$ cat config.mk
export PLATFORM = sky130hd
export DESIGN_NAME = shifter_top
export DESIGN_NICKNAME = d
export VERILOG_FILES = /design/src/verilog/shifter_pkg.sv /design/src/verilog/shifter_top.sv /design/src/verilog/shifter_pixel.sv /design/src/verilog/shifter_fetch.sv /design/src/verilog/shifter_timing.sv /design/src/verilog/shifter_regs.sv
export VERILOG_INCLUDE_DIRS = /design/src /design/src/verilog
export SDC_FILE = /design/constraint.sdc
export NUM_CORES = 1
export LEC_CHECK = 0
export BUFFER_PORTS_ARGS = -buffer_cell sky130_fd_sc_hd__buf_2
export CAP_MARGIN = 20
export CORE_MARGIN = 2
export CORE_UTILIZATION = 45
export CTS_CLUSTER_SIZE = 12
export DETAILED_ROUTE_END_ITERATION = 7
export PLACE_DENSITY = 0.66
export SYNTH_ARGS = -nofsm -noshare
export SYNTH_HDL_FRONTEND = slang
export SYNTH_SLANG_ARGS = --single-unit
$ cat constraint.sdc
create_clock -name clk -period 3.1 [get_ports clk]
set_clock_uncertainty 0.1 [all_clocks]
set_input_delay 0.31 -clock clk [delete_from_list [all_inputs] [get_ports clk]]
set_output_delay 0.31 -clock clk [all_outputs]
set_load 0.02 [all_outputs]
$ cat src/verilog/shifter_defines.svh
// fixed raster geometry, the RTL only works with these values
// the counters assume a 64 clock line and a 16 line frame
`ifndef SHIFTER_DEFINES_SVH
`define SHIFTER_DEFINES_SVH

// ------------------------------
// horizontal phases in clocks
// ------------------------------
// display starts at horizontal count 0
`define SHIFTER_H_DISP    32
`define SHIFTER_H_BORDER  8
`define SHIFTER_H_BLANK   4
`define SHIFTER_H_SYNC    8
`define SHIFTER_H_TOTAL   (`SHIFTER_H_DISP + 2 * (`SHIFTER_H_BORDER + `SHIFTER_H_BLANK) + \
	`SHIFTER_H_SYNC)

// ------------------------------
// vertical phases in lines
// ------------------------------
`define SHIFTER_V_DISP    8
`define SHIFTER_V_BORDER  2
`define SHIFTER_V_BLANK   1
`define SHIFTER_V_SYNC    2
`define SHIFTER_V_TOTAL   (`SHIFTER_V_DISP + 2 * (`SHIFTER_V_BORDER + `SHIFTER_V_BLANK) + \
	`SHIFTER_V_SYNC)

// video base after reset, word address
`define SHIFTER_BASE_RESET     23'h8000

// cpu register word addresses
`define SHIFTER_REG_BASE_HI    6'h00
`define SHIFTER_REG_BASE_MID   6'h01
`define SHIFTER_REG_VADDR_HI   6'h02
`define SHIFTER_REG_VADDR_MID  6'h03
`define SHIFTER_REG_VADDR_LO   6'h04
// sixteen entries at 20 through 2f
`define SHIFTER_REG_PALETTE    6'h20
`define SHIFTER_REG_MODE       6'h30

// words per line buffer bank, enough for one low-res line
`define SHIFTER_LB_WORDS       8

`endif
$ cat src/verilog/shifter_pkg.sv
// types shared by the shifter blocks
// field widths follow the fixed geometry of the defines header
`default_nettype none

package shifter_pkg;

	// shift mode register encoding, rsvd shows as mono
	typedef enum logic [1:0] {
		LOW  = 2'd0,
		MID  = 2'd1,
		MONO = 2'd2,
		RSVD = 2'd3
	} shift_mode_e;

	// raster phase per axis
	typedef enum logic [1:0] {
		SYNC   = 2'd0,
		BLANK  = 2'd1,
		BORDER = 2'd2,
		DISP   = 2'd3
	} raster_state_e;

	// four-phase memory reader
	typedef enum logic [1:0] {
		FETCH_IDLE    = 2'd0,
		FETCH_REQ     = 2'd1,
		FETCH_RELEASE = 2'd2
	} fetch_state_e;

	// cpu register strobe, byte lanes active low
	typedef struct packed {
		logic        sel;
		logic        rw;
		logic        uds;
		logic        lds;
		logic [5:0]  addr;
		logic [15:0] din;
	} reg_bus_t;

	typedef struct packed {
		logic        req;
		logic [22:0] addr;
	} mem_req_t;

	typedef struct packed {
		logic [2:0] r;
		logic [2:0] g;
		logic [2:0] b;
	} rgb_t;

	// registered timing outputs
	typedef struct packed {
		logic          line_start;
		logic          frame_start;
		logic          fetch_line;
		logic [4:0]    disp_x;
		logic          line_odd;
		raster_state_e h_state;
		raster_state_e v_state;
		logic          hs;
		logic          vs;
		logic          de;
	} raster_t;

	typedef struct packed {
		logic        we;
		logic        bank;
		logic [2:0]  word;
		logic [15:0] data;
	} lb_write_t;

endpackage

`default_nettype wire

$ cat src/verilog/shifter_top.sv
// memory answers req with ack and holds data valid while ack is high
// register accesses complete in the strobe cycle
`timescale 1ns/1ps
`default_nettype none

module shifter_top (
	input  wire                        clk,
	input  wire                        reg_reset,
	input  wire shifter_pkg::reg_bus_t reg_bus,
	output logic [15:0]                reg_dout,
	output shifter_pkg::mem_req_t      mem,
	input  wire                        mem_ack,
	input  wire [15:0]                 mem_data,
	output logic                       hs,
	output logic                       vs,
	output logic                       de,
	output shifter_pkg::rgb_t          rgb
);

	shifter_pkg::raster_t raster;
	shifter_pkg::lb_write_t lb_write;
	shifter_pkg::shift_mode_e mode;
	shifter_pkg::shift_mode_e frame_mode;
	shifter_pkg::rgb_t pal_color;
	logic [22:0] base_addr;
	logic [22:0] vaddr;
	logic [3:0] pal_index;

	// cpu registers and palette
	shifter_regs i_shifter_regs (
		.clk       (clk),
		.reg_reset (reg_reset),
		.reg_bus   (reg_bus),
		.vaddr     (vaddr),
		.pal_index (pal_index),
		.reg_dout  (reg_dout),
		.base_addr (base_addr),
		.mode      (mode),
		.pal_color (pal_color)
	);

	shifter_timing i_shifter_timing (
		.clk       (clk),
		.reg_reset (reg_reset),
		.raster    (raster)
	);

	// line prefetch into the buffer bank of the next row
	shifter_fetch i_shifter_fetch (
		.clk        (clk),
		.reg_reset  (reg_reset),
		.raster     (raster),
		.base_addr  (base_addr),
		.mode       (mode),
		.mem_ack    (mem_ack),
		.mem_data   (mem_data),
		.mem        (mem),
		.vaddr      (vaddr),
		.lb_write   (lb_write),
		.frame_mode (frame_mode)
	);

	shifter_pixel i_shifter_pixel (
		.clk        (clk),
		.reg_reset  (reg_reset),
		.raster     (raster),
		.lb_write   (lb_write),
		.frame_mode (frame_mode),
		.pal_color  (pal_color),
		.pal_index  (pal_index),
		.hs         (hs),
		.vs         (vs),
		.de         (de),
		.rgb        (rgb)
	);

endmodule

`default_nettype wire

$ cat src/verilog/shifter_pixel.sv
// rgb, de, hs and vs trail the raster by exactly two clocks
// mono and rsvd modes use palette 0 blue bit 0 as the inversion control
`timescale 1ns/1ps
`default_nettype none

`include "shifter_defines.svh"

module shifter_pixel (
	input  wire                           clk,
	input  wire                           reg_reset,
	input  wire shifter_pkg::raster_t     raster,
	input  wire shifter_pkg::lb_write_t   lb_write,
	input  wire shifter_pkg::shift_mode_e frame_mode,
	input  wire shifter_pkg::rgb_t        pal_color,
	output logic [3:0]                    pal_index,
	output logic                          hs,
	output logic                          vs,
	output logic                          de,
	output shifter_pkg::rgb_t             rgb
);

	localparam shifter_pkg::rgb_t MONO_WHITE = '{r: 3'd7, g: 3'd7, b: 3'd7};

	// two banks, one filling while the other is shown
	logic [15:0] lb_mem [2][`SHIFTER_LB_WORDS];

	logic [3:0][15:0] group_words;
	logic [3:0][15:0] plane_sr;
	logic [3:0] pix_idx;
	logic mono;
	logic load;

	// first pipeline stage control
	logic p1_blank;
	logic p1_de;
	logic p1_hs;
	logic p1_vs;

	// word of plane p in the current 16-pixel group
	function automatic logic [2:0] plane_word(
		input shifter_pkg::shift_mode_e m,
		input logic grp,
		input logic [1:0] p
	);
		case (m)
			shifter_pkg::LOW: return {grp, p};
			shifter_pkg::MID: return {1'b0, grp, p[0]};
			default:          return {2'b00, grp};
		endcase
	endfunction

	function automatic logic plane_used(input shifter_pkg::shift_mode_e m, input logic [1:0] p);
		case (m)
			shifter_pkg::LOW: return 1'b1;
			shifter_pkg::MID: return !p[1];
			default:          return (p == 2'd0);
		endcase
	endfunction

	function automatic logic blanked(input shifter_pkg::raster_state_e s);
		return (s == shifter_pkg::SYNC) || (s == shifter_pkg::BLANK);
	endfunction

	always_ff @(posedge clk) begin
		if (lb_write.we)
			lb_mem[lb_write.bank][lb_write.word] <= lb_write.data;
	end

	// ------------------------------
	// stage 1 buffer read and shift
	// ------------------------------
	// rsvd decodes like mono
	assign mono = frame_mode[1];
	// reload at the start of every group
	assign load = raster.de && (raster.disp_x[3:0] == 4'd0);

	always_comb begin
		for (int p = 0; p < 4; p++) begin
			if (plane_used(frame_mode, 2'(p)))
				group_words[p] =
					lb_mem[raster.line_odd][plane_word(frame_mode, raster.disp_x[4], 2'(p))];
			else
				group_words[p] = '0;
		end
	end

	always_ff @(posedge clk) begin
		if (load) begin
			plane_sr <= group_words;
		end else begin
			for (int p = 0; p < 4; p++) begin
				plane_sr[p] <= {plane_sr[p][14:0], 1'b0};
			end
		end
	end

	always_ff @(posedge clk) begin
		if (reg_reset) begin
			p1_blank <= 1'b1;
			p1_de <= 1'b0;
			p1_hs <= 1'b0;
			p1_vs <= 1'b0;
		end else begin
			p1_blank <= blanked(raster.h_state) || blanked(raster.v_state);
			p1_de <= raster.de;
			p1_hs <= raster.hs;
			p1_vs <= raster.vs;
		end
	end

	// msb first, plane 0 is the index lsb
	assign pix_idx = {plane_sr[3][15], plane_sr[2][15], plane_sr[1][15], plane_sr[0][15]};
	// border and mono look up entry 0
	assign pal_index = (p1_de && !mono) ? pix_idx : 4'd0;

	// ------------------------------
	// stage 2 output register
	// ------------------------------
	always_ff @(posedge clk) begin
		if (reg_reset) begin
			hs <= 1'b0;
			vs <= 1'b0;
			de <= 1'b0;
			rgb <= '0;
		end else begin
			hs <= p1_hs;
			vs <= p1_vs;
			de <= p1_de;
			if (p1_blank)
				rgb <= '0;
			else if (p1_de && mono)
				// white where the bit differs from the inversion bit
				rgb <= (plane_sr[0][15] != pal_color.b[0]) ? MONO_WHITE : '0;
			else
				rgb <= pal_color;
		end
	end

endmodule

`default_nettype wire

$ cat src/verilog/shifter_fetch.sv
// one word per four-phase handshake, a full line must finish within 64 clocks
// mode and base are taken once per frame at frame_start
`timescale 1ns/1ps
`default_nettype none

`include "shifter_defines.svh"

module shifter_fetch (
	input  wire                           clk,
	input  wire                           reg_reset,
	input  wire shifter_pkg::raster_t     raster,
	input  wire [22:0]                    base_addr,
	input  wire shifter_pkg::shift_mode_e mode,
	input  wire                           mem_ack,
	input  wire [15:0]                    mem_data,
	output shifter_pkg::mem_req_t         mem,
	output logic [22:0]                   vaddr,
	output shifter_pkg::lb_write_t        lb_write,
	output shifter_pkg::shift_mode_e      frame_mode
);

	shifter_pkg::fetch_state_e state;
	// words captured in the current line
	logic [3:0] wcnt;
	logic [3:0] nwords;

	// line buffer write port
	logic        lb_we;
	logic        lb_bank;
	logic [2:0]  lb_word;
	logic [15:0] lb_data;

	// words per line, 16 pixels per word and plane
	always_comb begin
		case (frame_mode)
			shifter_pkg::LOW: nwords = 4'd8;
			shifter_pkg::MID: nwords = 4'd4;
			default:          nwords = 4'd2;
		endcase
	end

	// address held by vaddr for the whole request phase
	assign mem = '{req: (state == shifter_pkg::FETCH_REQ), addr: vaddr};
	assign lb_write = '{we: lb_we, bank: lb_bank, word: lb_word, data: lb_data};

	// ------------------------------
	// request FSM and address counter
	// ------------------------------
	always_ff @(posedge clk) begin
		if (reg_reset) begin
			state <= shifter_pkg::FETCH_IDLE;
			wcnt <= '0;
			vaddr <= `SHIFTER_BASE_RESET;
			frame_mode <= shifter_pkg::MONO;
			lb_we <= 1'b0;
		end else begin
			lb_we <= 1'b0;

			// frame reload, never during a fetch
			if (raster.frame_start) begin
				vaddr <= base_addr;
				frame_mode <= mode;
			end

			case (state)
				shifter_pkg::FETCH_IDLE: begin
					// prefetch the next display row
					if (raster.line_start && raster.fetch_line) begin
						wcnt <= '0;
						state <= shifter_pkg::FETCH_REQ;
					end
				end
				shifter_pkg::FETCH_REQ: begin
					// capture on first ack and drop req on the same edge
					if (mem_ack) begin
						lb_we <= 1'b1;
						vaddr <= vaddr + 23'd1;
						wcnt <= wcnt + 4'd1;
						state <= shifter_pkg::FETCH_RELEASE;
					end
				end
				shifter_pkg::FETCH_RELEASE: begin
					// next request only after ack is seen low
					if (!mem_ack) begin
						if (wcnt == nwords)
							state <= shifter_pkg::FETCH_IDLE;
						else
							state <= shifter_pkg::FETCH_REQ;
					end
				end
				default: state <= shifter_pkg::FETCH_IDLE;
			endcase
		end
	end

	// write data and position, plane 0 first within each group
	// bank is the one the next line reads
	always_ff @(posedge clk) begin
		if ((state == shifter_pkg::FETCH_REQ) && mem_ack) begin
			lb_bank <= ~raster.line_odd;
			lb_word <= wcnt[2:0];
			lb_data <= mem_data;
		end
	end

endmodule

`default_nettype wire

$ cat src/verilog/shifter_timing.sv
// line 0 is the last top border line, display rows are lines 1 to 8
// so frame_start coincides with the fetch of the first display row
`timescale 1ns/1ps
`default_nettype none

`include "shifter_defines.svh"

module shifter_timing (
	input  wire                 clk,
	input  wire                 reg_reset,
	output shifter_pkg::raster_t raster
);

	logic [5:0] hcnt;
	logic [3:0] vcnt;
	// line position counted from the first display row
	logic [3:0] vpos;
	shifter_pkg::raster_state_e h_state;
	shifter_pkg::raster_state_e v_state;

	// phase order display, border, blank, sync, blank, border
	// one decoder for both axes
	function automatic shifter_pkg::raster_state_e phase_of(
		input int pos,
		input int disp,
		input int border,
		input int blank,
		input int sync
	);
		if (pos < disp)
			return shifter_pkg::DISP;
		if (pos < disp + border)
			return shifter_pkg::BORDER;
		if (pos < disp + border + blank)
			return shifter_pkg::BLANK;
		if (pos < disp + border + blank + sync)
			return shifter_pkg::SYNC;
		if (pos < disp + border + 2 * blank + sync)
			return shifter_pkg::BLANK;
		return shifter_pkg::BORDER;
	endfunction

	// wraps 0 to 15 so line 0 lands on the last border line
	assign vpos = vcnt - 4'd1;

	assign h_state = phase_of(int'(hcnt), `SHIFTER_H_DISP, `SHIFTER_H_BORDER,
		`SHIFTER_H_BLANK, `SHIFTER_H_SYNC);
	assign v_state = phase_of(int'(vpos), `SHIFTER_V_DISP, `SHIFTER_V_BORDER,
		`SHIFTER_V_BLANK, `SHIFTER_V_SYNC);

	// ------------------------------
	// counters
	// ------------------------------
	always_ff @(posedge clk) begin
		if (reg_reset) begin
			hcnt <= '0;
			vcnt <= '0;
		end else if (hcnt == 6'(`SHIFTER_H_TOTAL - 1)) begin
			hcnt <= '0;
			// line end
			if (vcnt == 4'(`SHIFTER_V_TOTAL - 1))
				vcnt <= '0;
			else
				vcnt <= vcnt + 4'd1;
		end else begin
			hcnt <= hcnt + 6'd1;
		end
	end

	// registered raster outputs, one clock behind the counters
	always_ff @(posedge clk) begin
		if (reg_reset) begin
			raster <= '0;
		end else begin
			raster.line_start <= (hcnt == '0);
			raster.frame_start <= (hcnt == '0) && (vcnt == '0);
			// lines 0 to 7 prefetch display rows 1 to 8
			raster.fetch_line <= (vcnt < 4'(`SHIFTER_V_DISP));
			raster.disp_x <= hcnt[4:0];
			raster.line_odd <= vcnt[0];
			raster.h_state <= h_state;
			raster.v_state <= v_state;
			raster.hs <= (h_state == shifter_pkg::SYNC);
			raster.vs <= (v_state == shifter_pkg::SYNC);
			raster.de <= (h_state == shifter_pkg::DISP) && (v_state == shifter_pkg::DISP);
		end
	end

endmodule

`default_nettype wire

$ cat src/verilog/shifter_regs.sv
// accepts register accesses in a single strobe cycle without wait states
// st palette only, 3 bits per channel, no low base byte
`timescale 1ns/1ps
`default_nettype none

`include "shifter_defines.svh"

module shifter_regs (
	input  wire                        clk,
	input  wire                        reg_reset,
	input  wire shifter_pkg::reg_bus_t reg_bus,
	input  wire [22:0]                 vaddr,
	input  wire [3:0]                  pal_index,
	output logic [15:0]                reg_dout,
	output logic [22:0]                base_addr,
	output shifter_pkg::shift_mode_e   mode,
	output shifter_pkg::rgb_t          pal_color
);

	// sixteen colour entries
	shifter_pkg::rgb_t palette [16];

	logic wr;
	logic pal_sel;
	shifter_pkg::rgb_t pal_rd;

	// write strobe, byte lanes checked per field
	assign wr = reg_bus.sel && !reg_bus.rw;

	// palette occupies 20..2f
	assign pal_sel = (reg_bus.addr & 6'h30) == `SHIFTER_REG_PALETTE;
	assign pal_rd = palette[reg_bus.addr[3:0]];

	// pixel side lookup
	assign pal_color = palette[pal_index];

	// ------------------------------
	// register writes
	// ------------------------------
	always_ff @(posedge clk) begin
		if (reg_reset) begin
			base_addr <= `SHIFTER_BASE_RESET;
			mode <= shifter_pkg::MONO;
			for (int i = 0; i < 16; i++) begin
				palette[i] <= '0;
			end
			// blue 7 on entry 0, mono shows dark pixels on set bits
			palette[0].b <= 3'd7;
		end else if (wr) begin
			if (!reg_bus.lds) begin
				// hi or mid write also clears the low address bits
				if (reg_bus.addr == `SHIFTER_REG_BASE_HI) begin
					base_addr[22:15] <= reg_bus.din[7:0];
					base_addr[6:0] <= '0;
				end
				if (reg_bus.addr == `SHIFTER_REG_BASE_MID) begin
					base_addr[14:7] <= reg_bus.din[7:0];
					base_addr[6:0] <= '0;
				end
			end

			// mode sits in the upper byte
			if ((reg_bus.addr == `SHIFTER_REG_MODE) && !reg_bus.uds) begin
				mode <= shifter_pkg::shift_mode_e'(reg_bus.din[9:8]);
			end

			if (pal_sel) begin
				// red in the upper lane
				if (!reg_bus.uds) begin
					palette[reg_bus.addr[3:0]].r <= reg_bus.din[10:8];
				end
				// green and blue in the lower lane
				if (!reg_bus.lds) begin
					palette[reg_bus.addr[3:0]].g <= reg_bus.din[6:4];
					palette[reg_bus.addr[3:0]].b <= reg_bus.din[2:0];
				end
			end
		end
	end

	// ------------------------------
	// register reads
	// ------------------------------
	// combinational while sel and rw are high, unused bits read zero
	always_comb begin
		reg_dout = '0;
		if (reg_bus.sel && reg_bus.rw) begin
			if (pal_sel) begin
				reg_dout = {5'h00, pal_rd.r, 1'b0, pal_rd.g, 1'b0, pal_rd.b};
			end else begin
				case (reg_bus.addr)
					`SHIFTER_REG_BASE_HI:   reg_dout = {8'h00, base_addr[22:15]};
					`SHIFTER_REG_BASE_MID:  reg_dout = {8'h00, base_addr[14:7]};
					// live video address counter
					`SHIFTER_REG_VADDR_HI:  reg_dout = {8'h00, vaddr[22:15]};
					`SHIFTER_REG_VADDR_MID: reg_dout = {8'h00, vaddr[14:7]};
					// byte address, so the word lsb shifts up one
					`SHIFTER_REG_VADDR_LO:  reg_dout = {8'h00, vaddr[6:0], 1'b0};
					`SHIFTER_REG_MODE:      reg_dout = {6'h00, mode, 8'h00};
					default:                reg_dout = '0;
				endcase
			end
		end
	end

endmodule

`default_nettype wire

==> impl_metrics.csv <==
group,metric,value,unit
outcome,outcome,"complete, no violations",
flow_run,max-cap-violations,0,
power,clockPowerShare,43.1,%
clocking,worstSkewPairLatency,0.65,ns
global_route,grt_start_max_net_pins,101,
setup_path,regToRegStartpoint,"i_shifter_fetch.frame_mode[1]",
synth,synthCells,1886,
min_path,worstHoldPathType,"in2reg",
floorplan,floorplan.core_area,56200,sq um
synth,ys_dominant_reg_cell,"edfxtp_1",
power,p_int,0.0127,W
clocking,root_buf_cell,"clkbuf_16",
setup_path,crit_path_max_fanout,15,
floorplan,initial_core_util,45.4,%
synth,yosys-top-cells-count,"edfxtp_1, dfxtp_1, nor2_1",
floorplan,fp.dieArea,58600,sq um
detailed_routing,mean_number_of_vias_per_cell,6.02,
timing,fmax,341,MHz
detailed_routing,detailed_router_iteration_count_before_antenna_repair,5,
detailed_routing,drc,0,
power,power.static_leakage,10.4,nW
synth,leading_post_synthesis_cells_by_cell_area,"edfxtp_1, dfxtp_1, mux4_2",
timing,setup_viol,0,
timing,min_period,2.93,ns
clocking,numClockSinks,574,
detailed_routing,drt-initial-drc-count,1678,
layout,drive_above_1_share,22.5,%
timing,final-hold-violation-count,0,
placed_design,numPortBuffers,86,
synth,synth.distinct_cells,71,
setup_path,cpPeakStageDelay,0.82,ns
synth,netlist.area_leader.share,49.4,%
synth,yosysTopAreaCell,"edfxtp_1",
placed_design,dp.cells,2681,
clocking,cts.htree.levels,2,
placed_design,gpl.final_weighted_congestion,0.940,
timing,worst-slew-pin-transition,1.00,ns
layout,finalNetCount,2061,
clocking,path_clk_slew,0.06,ns
synth,syn-mean-instance-area,13.5,sq um
global_route,globalRoute.totalOverflow,0,
global_route,via_count_of_the_first_global_routing_pass,17000,
setup_path,worstSetupStartpointType,"flop",
synth,total_standard_cell_area_after_synthesis,25500,sq um
global_route,antenna_found_initial,0,
power,p_sw,0.00353,W
min_path,min_path_cells,4,
clocking,cts_made_buffers,60,
layout,num_antenna_cells,0,
min_path,worst_hold_startpoint,"reg_bus[24]",
global_route,gr-usage-all-layers,23.0,%
synth,yosys_warnings,0,
detailed_routing,antenna_violating_nets_post_route,0,
synth,synth_enable_flop_cells,420,
synth,synth.most_common_cell,"edfxtp_1",
synth,synth_seq_area_share,61.5,%
power,p_seq_share,52.2,%
timing,post-route-period-util,94.6,%
setup_path,critical_path_arrival,3.24,ns
layout,layout-area-overhead-vs-synth,14.4,%
layout,fill_cells,4713,
setup_path,crit_path_end_kind,"flop",
detailed_routing,wl,68.1,mm
floorplan,boundaryPins,97,
setup_path,reg2reg_depth,5,
setup_path,slowest_stage,"xnor2_1",
synth,ys_seq_elements,574,
timing,total_count_of_max_transition_violations_in_the_final_report,0,
power,vdd_ir_drop_max,0.443,mV
placed_design,detailed_place_hpwl,44.1,mm
setup_path,critical_path.most_common_cell,"o32ai_1",
synth,async_flop_share,0,%
power,pwr_density_cell,556,nW/um^2
floorplan,placement_rows,87,
global_route,wire_length_of_the_first_global_routing_pass,103,mm
layout,final_cell_count_no_fill,2812,
detailed_routing,wire_per_inst,24.2,um
setup_path,worstSetupPathType,"reg2reg",
setup_path,timing.critical_path.cells,"and3b_1 > o32ai_1 > o32ai_1 > xnor2_1 > o211ai_1",
timing,fin_setup_tns,0,ns
timing,grt_setup_unrepaired,"false",
setup_path,timing.critical_path.required,3.41,ns
setup_path,setup.worst_path.start,"i_shifter_fetch.frame_mode[1]",
floorplan,die_x,242,um
detailed_routing,route.vias.total,16900,
power,netSwitchingFraction,21.8,%
floorplan,fp.dieH,242,um
power,combPwrFrac,4.7,%
clocking,max-clock-path-buffers,3,
timing,timing.max_slew.rel_slack,32.7,%
clocking,cts_tree,"yes",
==> logic make-up (layout without fill, tap and decap cells) <==
group | Yosys count | in the layout | synth area share [%]
and+or+nand+nor | 617 | 617 | 12.5
DFF | 574 | 574 | 61.5
AOI/OAI and AO/OA | 297 | 297 | 7.77
muxes | 234 | 234 | 14.9
buffers and inverters | 141 | 307 | 2.41
xor gates and xnor gates | 14 | 14 | 0.481
adders and majority gates | 8 | 8 | 0.392
other | 1 | 5 | 0.0147
==> worst paths after layout <==
kind	to	slack [ns]
max	i_shifter_pixel.rgb[4]	0.17
min	i_shifter_regs.mode[1]	0.05
max reg2reg	i_shifter_pixel.rgb[4]	0.17
min reg2reg	i_shifter_pixel.plane_sr[46]	0.28
==> routing by layer <==
layer / GRT usage (%) / vias to the layer above / share of wire (%)
met1: 31.7 / 8513 / 41
met2: 36.9 / 812 / 47
met3: 3.95 / 149 / 8.4
met4: 8.46 / 0 / 3.4
met5: 0 / - / 0
li1: - / 7454 / -
==> state kept, by name, indices dropped and copies added, names as in the netlist, 2 cells and up <==
name	cells
i_shifter_pixel.lb_mem	256
i_shifter_timing.raster	14
i_shifter_pixel.pix_idx	4
i_shifter_regs.palette	144
i_shifter_regs.base_addr	16
i_shifter_pixel.rgb	9
i_shifter_fetch.lb_word	3
i_shifter_timing.hcnt	6
i_shifter_fetch.vaddr	23
i_shifter_timing.vcnt	4
i_shifter_fetch.wcnt	4
i_shifter_fetch.lb_data	16
i_shifter_fetch.frame_mode	2
i_shifter_pixel.plane_sr	60
i_shifter_regs.mode	2
i_shifter_fetch.state	2
==> metrics by stage <==
step                      total power (W)  utilization (%)  cell area (sq um)  worst slack, ns  hold WS (ns)
after floorplan                   0.00905                -              25500            0.351         0.266
after global placement            0.00934             48.2              27100            0.393         0.299
after detailed placement          0.00936             48.2              27100            0.323         0.302
after CTS                          0.0163             51.9              29200            0.184        0.0237
after global routing               0.0167             51.9              29200           0.0537        0.0451
final                              0.0162             51.9              29200            0.167        0.0484
==> cells in the final DEF (no fill, tap or decap), types with 16 or more instances in the layout <==
master         count
nor3_1            16
and3_1            32
clkbuf_1          25
nor2b_1           19
edfxtp_1         420
dlygate4sd3_1     20
o21ai_0           46
and2_1           115
mux2i_1           74
a21oi_1           54
o22ai_1           65
nand3_1           23
mux4_2           112
nor2_1           148
dfxtp_1          153
or2_2             25
buf_4             72
o221ai_1          41
buf_2             85
mux2_2            48
clkbuf_16         60
nand2_1          138
==> critical path, delay by kind of cell (launching register included) <==
kind | cells | cell delay [ns]
AOI/OAI and AO/OA | 3 | 0.70
xor gates and xnor gates | 1 | 0.82
DFF | 1 | 0.66
and+or+nand+nor | 1 | 0.42
==> power groups by stage <==
stage	clock network, W	registers, W	logic (W)
final	0.00700	0.00847	0.000757
after global routing	0.00739	0.00848	0.000808
after CTS	0.00708	0.00846	0.000754
after detailed placement	0	0.00863	0.000731
after global placement	0	0.00862	0.000721
after floorplan	0	0.00859	0.000464
==> area by class of cell <==
| class | instances | area (sq um) | share of cell area [%] |
|---|---|---|---|
| multi-input combinational | 1175 | 9300 | 31.9 |
| timing repair buffer | 183 | 1270 | 4.36 |
| inverter | 14 | 52.6 | 0.180 |
| clock buffer | 87 | 1620 | 5.56 |
| tap | 756 | 946 | 3.24 |
| sequential | 574 | 15700 | 53.8 |
| clock inverter | 23 | 283 | 0.969 |
==> what timing repair did <==
| action | CTS | global route |
|---|---|---|
| hold buffers | 20 | 0 |
| buffers inserted | 0 | 0 |
| hold endpoints to repair | 23 | 0 |
| gates resized for setup | 0 | 0 |
Power figures use the tool's default switching activity.
